$ cat src/common/conv_pkg.sv
package conv_pkg;

    // window geometry
    parameter int CH_NUM = 4;
    parameter int TAPS   = 9;

    // datapath widths
    parameter int BW_ACT   = 8;
    parameter int BW_PARAM = 4;
    // one triple of act*weight products, with a guard bit
    parameter int BW_PSUM  = BW_ACT + BW_PARAM + 1;
    // 36 products plus bias and round, wide enough for a full-scale window
    parameter int BW_ACC   = 18;

    // upper clamp of an output pixel
    parameter int ACT_MAX = 127;

    typedef logic signed [BW_ACT-1:0]   act_t;
    typedef logic signed [BW_PARAM-1:0] param_t;
    typedef logic signed [BW_PSUM-1:0]  psum_t;
    typedef logic signed [BW_ACC-1:0]   acc_t;
    typedef logic [BW_ACT-1:0]          pix_t;

    // tap 0 sits in the top nibble
    typedef param_t [0:TAPS-1] weight_row_t;

    // group 0 sits in the top row
    typedef weight_row_t [0:CH_NUM-1] weight_set_t;

    // channel 0 tap 0 sits in the top byte
    typedef act_t [0:CH_NUM-1][0:TAPS-1] window_t;

    typedef enum logic {
        CONV1 = 1'b0,
        CONV2 = 1'b1
    } layer_mode_e;

    // wishbone register map
    parameter logic [1:0] REG_WEIGHT = 2'd0;
    parameter logic [1:0] REG_BIAS   = 2'd1;
    parameter logic [1:0] REG_MODE   = 2'd2;

endpackage

$ cat src/weight_bank/weight_bank.sv
`timescale 1ns/100ps

// four-group weight shift bank, bias and layer mode
module weight_bank
    import conv_pkg::*;
(
    input  logic        clk,
    input  logic        rst_n,
    input  logic        push_row,
    input  weight_row_t row_data,
    input  logic        load_bias,
    input  param_t      bias_data,
    input  logic        load_mode,
    input  layer_mode_e mode_data,
    output weight_set_t weights,
    output param_t      bias,
    output layer_mode_e mode
);

    weight_set_t bank_q;
    param_t      bias_q;
    layer_mode_e mode_q;

    // new rows enter at group 3, oldest leaves from group 0
    always_ff @(posedge clk) begin
        if (!rst_n) begin
            bank_q <= '0;
        end else if (push_row) begin
            bank_q <= {bank_q[1:CH_NUM-1], row_data};
        end
    end

    always_ff @(posedge clk) begin
        if (!rst_n) begin
            bias_q <= '0;
        end else if (load_bias) begin
            bias_q <= bias_data;
        end
    end

    always_ff @(posedge clk) begin
        if (!rst_n) begin
            mode_q <= CONV1;
        end else if (load_mode) begin
            mode_q <= mode_data;
        end
    end

    // read live by every pipeline stage
    assign weights = bank_q;
    assign bias    = bias_q;
    assign mode    = mode_q;

endmodule

$ cat src/mac_pipe/requant_relu.sv
`timescale 1ns/100ps

// bias align, round, shift back down, clamp to 0..ACT_MAX
module requant_relu
    import conv_pkg::*;
(
    input  acc_t        acc,
    input  param_t      bias,
    input  layer_mode_e mode,
    output pix_t        pix
);

    acc_t bias_al;
    acc_t round_c;
    acc_t sum;
    acc_t shifted;

    always_comb begin
        if (mode == CONV1) begin
            // conv1: bias << 7, +64, >> 7
            bias_al = acc_t'(bias) <<< 7;
            round_c = acc_t'(64);
        end else begin
            // conv2: bias << 3, +16, >> 5
            bias_al = acc_t'(bias) <<< 3;
            round_c = acc_t'(16);
        end

        sum = acc + bias_al + round_c;

        if (mode == CONV1) begin
            shifted = sum >>> 7;
        end else begin
            shifted = sum >>> 5;
        end

        // relu with upper clamp
        if (shifted < 0) begin
            pix = '0;
        end else if (shifted > ACT_MAX) begin
            pix = pix_t'(ACT_MAX);
        end else begin
            pix = pix_t'(shifted);
        end
    end

endmodule

$ cat src/mac_pipe/mac_pipe.sv
`timescale 1ns/100ps

// window -> triples -> accumulator -> pixel, never stalls
module mac_pipe
    import conv_pkg::*;
(
    input  logic        clk,
    input  logic        rst_n,
    input  logic        win_valid,
    input  window_t     win_data,
    input  weight_set_t weights,
    input  param_t      bias,
    input  layer_mode_e mode,
    output logic        pix_valid,
    output pix_t        pix_data
);

    localparam int TRIPLES = TAPS / 3;
    localparam int DEPTH   = 4;

    // stage 1
    window_t win_q;

    // stage 2
    psum_t triple_d [CH_NUM][TRIPLES];
    psum_t triple_q [CH_NUM][TRIPLES];

    // stage 3
    acc_t acc_d;
    acc_t acc_q;

    // stage 4
    pix_t pix_d;
    pix_t pix_q;

    logic [DEPTH-1:0] vld_q;

    // channel c taps 3k..3k+2 against weight group c, same taps
    always_comb begin
        for (int c = 0; c < CH_NUM; c++) begin
            for (int k = 0; k < TRIPLES; k++) begin
                triple_d[c][k] = '0;
                for (int t = 0; t < 3; t++) begin
                    triple_d[c][k] = triple_d[c][k]
                        + psum_t'($signed(win_q[c][3*k+t]))
                        * psum_t'($signed(weights[c][3*k+t]));
                end
            end
        end
    end

    // twelve triples into one accumulator
    always_comb begin
        acc_d = '0;
        for (int c = 0; c < CH_NUM; c++) begin
            for (int k = 0; k < TRIPLES; k++) begin
                acc_d = acc_d + acc_t'(triple_q[c][k]);
            end
        end
    end

    requant_relu u_requant (
        .acc  (acc_q),
        .bias (bias),
        .mode (mode),
        .pix  (pix_d)
    );

    always_ff @(posedge clk) begin
        win_q    <= win_data;
        triple_q <= triple_d;
        acc_q    <= acc_d;
        pix_q    <= pix_d;
    end

    // valid travels one stage per cycle beside the data
    always_ff @(posedge clk) begin
        if (!rst_n) begin
            vld_q <= '0;
        end else begin
            vld_q <= {vld_q[DEPTH-2:0], win_valid};
        end
    end

    assign pix_valid = vld_q[DEPTH-1];
    assign pix_data  = pix_q;

endmodule

$ cat src/hdl/param_port.sv
`timescale 1ns/100ps

module param_port
    import conv_pkg::*;
#(
    parameter int WB_DAT_W = 36
) (
    input  logic                clk,
    input  logic                rst_n,
    input  logic                wb_cyc,
    input  logic                wb_stb,
    input  logic                wb_we,
    input  logic [1:0]          wb_adr,
    input  logic [WB_DAT_W-1:0] wb_dat_w,
    output logic                wb_ack,
    output logic [WB_DAT_W-1:0] wb_dat_r,
    output logic                push_row,
    output weight_row_t         row_data,
    output logic                load_bias,
    output param_t              bias_data,
    output logic                load_mode,
    output layer_mode_e         mode_data,
    input  param_t              cur_bias,
    input  layer_mode_e         cur_mode
);

    logic                accept;
    logic [WB_DAT_W-1:0] rd_data;

    // first sampled cycle of a request; the ack cycle itself is masked
    assign accept = wb_cyc & wb_stb & ~wb_ack;

    // write strobes land on the same edge that raises ack
    assign push_row  = accept & wb_we & (wb_adr == REG_WEIGHT);
    assign load_bias = accept & wb_we & (wb_adr == REG_BIAS);
    assign load_mode = accept & wb_we & (wb_adr == REG_MODE);

    assign row_data  = wb_dat_w[$bits(weight_row_t)-1:0];
    assign bias_data = wb_dat_w[BW_PARAM-1:0];
    assign mode_data = layer_mode_e'(wb_dat_w[0]);

    always_comb begin
        case (wb_adr)
            REG_BIAS: rd_data = {{(WB_DAT_W-BW_PARAM){cur_bias[BW_PARAM-1]}}, cur_bias};
            REG_MODE: rd_data = {{(WB_DAT_W-1){1'b0}}, cur_mode};
            // weight rows are write only
            default:  rd_data = '0;
        endcase
    end

    always_ff @(posedge clk) begin
        if (!rst_n) begin
            wb_ack <= 1'b0;
        end else begin
            wb_ack <= accept;
        end
    end

    // read data is valid only while ack is high
    always_ff @(posedge clk) begin
        if (accept && !wb_we) begin
            wb_dat_r <= rd_data;
        end
    end

endmodule

$ cat src/hdl/conv_pe_top.sv
`timescale 1ns/100ps

// 4-channel 3x3 convolution PE with a wishbone parameter port
module conv_pe_top
    import conv_pkg::*;
#(
    // must be at least the width of one weight row
    parameter int WB_DAT_W = 36
) (
    input  logic                clk,
    input  logic                rst_n,

    // wishbone classic slave
    input  logic                wb_cyc,
    input  logic                wb_stb,
    input  logic                wb_we,
    input  logic [1:0]          wb_adr,
    input  logic [WB_DAT_W-1:0] wb_dat_w,
    output logic                wb_ack,
    output logic [WB_DAT_W-1:0] wb_dat_r,

    // activation windows in, pixels out
    input  logic                win_valid,
    input  window_t             win_data,
    output logic                pix_valid,
    output pix_t                pix_data
);

    logic        push_row;
    weight_row_t row_data;
    logic        load_bias;
    param_t      bias_data;
    logic        load_mode;
    layer_mode_e mode_data;

    weight_set_t weights;
    param_t      bias;
    layer_mode_e mode;

    param_port #(
        .WB_DAT_W (WB_DAT_W)
    ) u_param_port (
        .clk       (clk),
        .rst_n     (rst_n),
        .wb_cyc    (wb_cyc),
        .wb_stb    (wb_stb),
        .wb_we     (wb_we),
        .wb_adr    (wb_adr),
        .wb_dat_w  (wb_dat_w),
        .wb_ack    (wb_ack),
        .wb_dat_r  (wb_dat_r),
        .push_row  (push_row),
        .row_data  (row_data),
        .load_bias (load_bias),
        .bias_data (bias_data),
        .load_mode (load_mode),
        .mode_data (mode_data),
        .cur_bias  (bias),
        .cur_mode  (mode)
    );

    weight_bank u_weight_bank (
        .clk       (clk),
        .rst_n     (rst_n),
        .push_row  (push_row),
        .row_data  (row_data),
        .load_bias (load_bias),
        .bias_data (bias_data),
        .load_mode (load_mode),
        .mode_data (mode_data),
        .weights   (weights),
        .bias      (bias),
        .mode      (mode)
    );

    mac_pipe u_mac_pipe (
        .clk       (clk),
        .rst_n     (rst_n),
        .win_valid (win_valid),
        .win_data  (win_data),
        .weights   (weights),
        .bias      (bias),
        .mode      (mode),
        .pix_valid (pix_valid),
        .pix_data  (pix_data)
    );

endmodule

$ cat config.mk
export PLATFORM = sky130hd
export DESIGN_NAME = conv_pe_top
export DESIGN_NICKNAME = d
export VERILOG_FILES = /design/src/common/conv_pkg.sv /design/src/weight_bank/weight_bank.sv /design/src/mac_pipe/requant_relu.sv /design/src/mac_pipe/mac_pipe.sv /design/src/hdl/param_port.sv /design/src/hdl/conv_pe_top.sv
export SDC_FILE = /design/constraint.sdc
export NUM_CORES = 2
export LEC_CHECK = 0
export BUFFER_PORTS_ARGS = -buffer_cell sky130_fd_sc_hd__buf_2
export CORE_MARGIN = 1.5
export CORE_UTILIZATION = 64
export DETAILED_ROUTE_END_ITERATION = 10
export GPL_TIMING_DRIVEN = 0
export PLACE_DENSITY_LB_ADDON = 0.25
export SLEW_MARGIN = 10
export SYNTH_ARGS = -nofsm -noshare
export SYNTH_HDL_FRONTEND = slang
export SYNTH_SLANG_ARGS = --single-unit
$ cat constraint.sdc
create_clock -name clk -period 9.47 [get_ports clk]
set_clock_uncertainty 0.05 [all_clocks]
set_input_delay 0.4735 -clock clk [delete_from_list [all_inputs] [get_ports clk]]
set_output_delay 0.4735 -clock clk [all_outputs]
set_load 0.02 [all_outputs]
# Word level (Yosys, flattened, before mapping)
# Cells that the tools add are included.
[word_totals] elab_cells=185 out_inout_bits=46 in_bits=332 ff_bits=660
[classes] addsub=37 mul=36 order_cmp=2 n_eq_ne=2 n_bitwise=7 mux=5 reduce_logical=4
[op_table] op="8-bit by 4-bit multiplier with 12-bit output" n=36
[op_table] op="13-bit adder" n=24
[op_table] op="18-bit by 13-bit adder with 18-bit output" n=9
[op_table] op="36-bit one-hot mux with 2 select lines" n=1
[op_table] op="18-bit by 11-bit adder with 18-bit output" n=1
[op_table] op="18-bit by 8-bit adder with 18-bit output" n=1
[op_table] op="14-bit by 13-bit adder with 15-bit output" n=1
[op_table] op="13-bit by 13-bit adder with 14-bit output" n=1
[op_table] op="7-bit two-way mux" n=2
[op_table] op="13-bit by 8-bit greater-than comparator with 1-bit output, second input constant" n=1
[op_table] op="13-bit by 1-bit < comparator with 1-bit output, second input constant" n=1
[op_table] op="12-bit two-way mux" n=1
[op_table] op="10-bit two-way mux" n=1
[op_table] op="1-bit AND" n=6
[op_table] op="2-bit by 1-bit == test with 1-bit output, second input constant" n=1
[op_table] op="2-bit == test, second input constant" n=1
[op_table] op="2-bit zero test" n=1
[op_table] op="2-bit OR reduction" n=1
[op_table] op="1-bit logical AND" n=1
[op_table] op="1-bit zero test" n=1
[op_table] op="1-bit NOT" n=1

# Logic depth before layout (Yosys ltp)
[logic_depth] word_depth=11 mapped_depth=29 depth_no_buf=29

# Hierarchy
# From an unflattened synthesis, not the netlist that was laid out.
[unflattened] hier_cells=6203 area_unflattened_um2=64166.5
[modules_own_cells] mod="mac_pipe" cells_each=5471 seq_area_each_um2=9489.1 area_each_um2=56559.2 n_inst=1
[modules_own_cells] mod="weight_bank" cells_each=480 seq_area_each_um2=2982.9 area_each_um2=5617.9 n_inst=1
[modules_own_cells] mod="requant_relu" cells_each=157 seq_area_each_um2=0.0 area_each_um2=1168.6 n_inst=1
[modules_own_cells] mod="param_port" cells_each=95 seq_area_each_um2=140.1 area_each_um2=820.8 n_inst=1

# Worst setup path after synthesis
# Ideal clock, no wire load.
[synth_path] kind="register to register" from="register u_mac_pipe.triple_q[118] in the netlist's numbering" to="register u_mac_pipe.acc_q[17]" period_less_slack_ns=6.704 slack_ns=2.766 path_buffers=0 t_arrival_ns=6.582 path_stages_with_launch=29 setup_ns=0.072 t_required_ns=9.348 cell_sequence="dfxtp_1 -> fa_1 -> ha_1 -> fa_1 -> a21o_1 -> a21oi_1 -> nor2b_1 -> o21a_1 -> o22ai_1 -> o21ai_1 -> nor2_1 -> xnor2_1 -> fa_1 -> inv_1 -> fa_1 -> fa_1 -> inv_1 -> fa_1 -> inv_1 -> fa_1 -> inv_1 -> ha_1 -> a21o_1 -> a221oi_1 -> o21ai_1 -> a211oi_1 -> o21bai_1 -> a21oi_1 -> xnor2_1"
[synth_via] elab_chain_len=10
[synth_lines] element="from (decl)" line="mac_pipe.sv:26" rtl="psum_t triple_q [CH_NUM][TRIPLES];"
[synth_lines] element="from (signal assigned)" line="mac_pipe.sv:71" rtl="triple_q <= triple_d;"
[synth_lines] element="14-bit by 13-bit adder with 15-bit output" line="mac_pipe.sv:57" rtl="acc_d = acc_d + acc_t'(triple_q[c][k]);"
[synth_lines] element="18-bit by 13-bit adder with 18-bit output (9 in series)" line="mac_pipe.sv:57"
[synth_lines] element="via u_mac_pipe.acc_d[17]" line="mac_pipe.sv:29" rtl="acc_t acc_d;"
[synth_lines] element="to (signal assigned)" line="mac_pipe.sv:72" rtl="acc_q <= acc_d;"
[synth_lines] element="to (decl)" line="mac_pipe.sv:30" rtl="acc_t acc_q;"
# The timed path passes the listed nets, and every way through them passes these cells.
# A chain may end at the register's enable or synchronous reset.

# Worst setup path after layout
# Ends and elaborated chain as after synthesis.

==> flow_metrics.tcl <==
set metrics [dict create \
    nets 10221 \
    path_clk_slew_ps 70 \
    drive_above_1_share_pct 6.85 \
    num_vias 50719 \
    die_y_um 327 \
    worst-path-buf-inv 4 \
    status "finished clean" \
    synth.avg_cell_area_um2 9.19 \
    grt_pass1_wl_mm 274 \
    post-cts-setup-buffers 0 \
    min_period_ps 7530 \
    io_buffers 376 \
    cp.required_ps 10020 \
    fmax_mhz 133 \
    cts-root-buf "clkbuf_16" \
    dr.pass1.iters 6 \
    grt_pass1_vias 53551 \
    areaGrowthSynthToFinish_pct 13.7 \
    drt_iter0_drc 2811 \
    synth_warnings 0 \
    maxCapViolations 0 \
    cp-start-kind "flip-flop" \
    cp-end-kind "flip-flop" \
    synth_top_cell_area_share_pct 26.7 \
    grt_max_degree 34 \
    synth_area_um2 67300 \
    via_per_inst 5.33 \
    worst-slew-pin-transition_ps 1140 \
    drc 0 \
    ant_nets 0 \
    yosysUniqueCellTypes 63 \
    irDropWorstVdd_uv 210 \
    slew_violations 0 \
    cts-htree-levels 3 \
    synthTopCellsByArea "fa_1, dfxtp_1, ha_1" \
    gr-total-overflow 0 \
    wirelength_mm 170 \
    ios 378 \
    initial_core_util_pct 64.7 \
    ys_ff_latch 625 \
    critPathMostFrequentCell "fa_1" \
    clk_path_buf_depth 3 \
    cts_tree "done" \
    min_path_type "primary input to flip-flop" \
    mostFrequentLayoutCells "inv_1, ha_1, fa_1" \
    crit_family "adder cells" \
    hold_violations 0 \
    die_area_um2 107000 \
    syn_nets 9465 \
    power_density_nw_per_um2 87.9 \
    ys.flop_type "dfxtp_1" \
    hpwl_mm 136 \
    arrival_ps 8090 \
    slew_headroom_pct 24.3 \
    slowest_stage "fa_1" \
    async_flop_share_pct 0 \
    core_area_um2 104000 \
    die_w_um 327 \
    final-setup-viol-count 0 \
    antenna_found_initial 8 \
    worstSetupPathType "flip-flop to flip-flop" \
    leakagePower_uw 0.0412 \
    synth-edff-count 4 \
    cp_slowest_stage_delay_ps 510 \
    cp_max_fo 5 \
    fp-row-count 118 \
    clk_latency_ps 680 \
    finalCritPeriodShare_pct 79.6 \
    grtUsageTotal_pct 32.7 \
    timing.hold.ws_ps 34.9 \
    syn_inst 7323 \
    yosysTopAreaCell "fa_1" \
    synth_seq_area_share_pct 18.7 \
    setup_tns_ps 0 \
    rsz0062_at_grt "no" \
    mostFrequentLayoutCell "inv_1" \
    wl_per_cell_um 17.8 \
    numCtsBuffers 73 \
    gp_congestion 0.923 \
    final_util_pct 73.6 \
    clock-sinks 625 \
]
## stage by stage
step	power (uW)	instance area [um^2]	setup slack [ps]	instances
2_1_floorplan	3300	67300	2770	7323
3_3_place_gp	3570	70900	2180	9079
3_5_place_dp	3590	70900	2020	9079
4_1_cts	6740	76500	1980	9517
5_1_grt	6950	76500	1430	9520
6_report	6720	76500	1940	9521
## state kept, by name, summed over array words and instances (netlist names)
register and flops:
u_mac_pipe.acc_q 15, u_mac_pipe.pix_data 8, u_mac_pipe.triple_q 156, u_mac_pipe.vld_q 4, u_mac_pipe.win_q 288, u_param_port.wb_ack 1
u_param_port.wb_dat_r 4, u_weight_bank.bias 4, u_weight_bank.mode 1, u_weight_bank.weights 144
## cell usage after synthesis (all sizes together) (32+ instances only)
cell and instances:
a21boi 182, a21o 61, a21oi 244, and2 396, buf 36, clkbuf 127, dfxtp 621, fa 898
ha 912, inv 1431, nand2 877, nand2b 286, nor2 227, nor3 35, o21a 32, o21ai 142
o21bai 92, or3 39, xnor2 438, xor2 70
## worst reg2reg max path: cells and delay by family (launching register included)
family	cells	cell delay (ps)
adder cells (fa/ha/maj)	9	3950
AO/OA/AOI/OAI	11	2320
XOR/XNOR	2	400
flip-flops	1	320
buffers and inverters	4	250
AND/OR/NAND/NOR	2	210
## what timing repair did
item | 4_1_cts | 5_1_grt
endpoints found under the hold margin | 305 | 0
endpoints found under the setup margin | 0 | 0
hold buffers | 305 | 0
resized for setup | 0 | 0
## logic make-up after synthesis
family          count (synthesis)  share of synthesized area, %
compound gates                819                          7.81
xor+xnor                      508                          6.61
fa+ha+maj                    1810                          43.7
buf+inv                      1594                          9.09
flops                         625                          18.7
mux                             6                        0.0893
other cells                     1                       0.00557
simple gates                 1960                          14.0
## per-layer routing
layer  share of wire (%)  global-route usage [%]  routed length [um]
met5              0.0094                       0                  16
met1                  40                    39.4               67600
met4                 7.1                    19.9               12000
met2                  48                    55.5               81000
met3                 5.3                    4.71                8970
## final timing paths
kind / startpoint / to / slack [ps] / cells after the start
setup / recovery: u_mac_pipe.triple_q[118] / u_mac_pipe.acc_q[17] / 1940 / 28
hold / removal: wb_dat_w[8] / u_weight_bank.weights[8] / 30 / 3
setup reg to reg: u_mac_pipe.triple_q[118] / u_mac_pipe.acc_q[17] / 1940 / 28
hold reg to reg: u_mac_pipe.vld_q[1] / u_mac_pipe.vld_q[2] / 410 / 1
## cell type report
class | count | area (um^2)
antenna | 4 | 10.0
buffer | 163 | 747
clock buffer | 88 | 1990
clock inverter | 45 | 576
fill | 7510 | 27400
inverter | 1431 | 5370
multi-input combinational | 5104 | 48600
sequential | 625 | 12600
tap | 1380 | 1730
timing repair buffer | 681 | 4930
## power by group
group	switching (uW)	total, uW	internal, uW	leakage, uW
logic	422	794	373	0.0348
clock network	1300	3070	1770	0.00124
registers	107	2860	2760	0.00516
(Power assumes the default switching activity.)
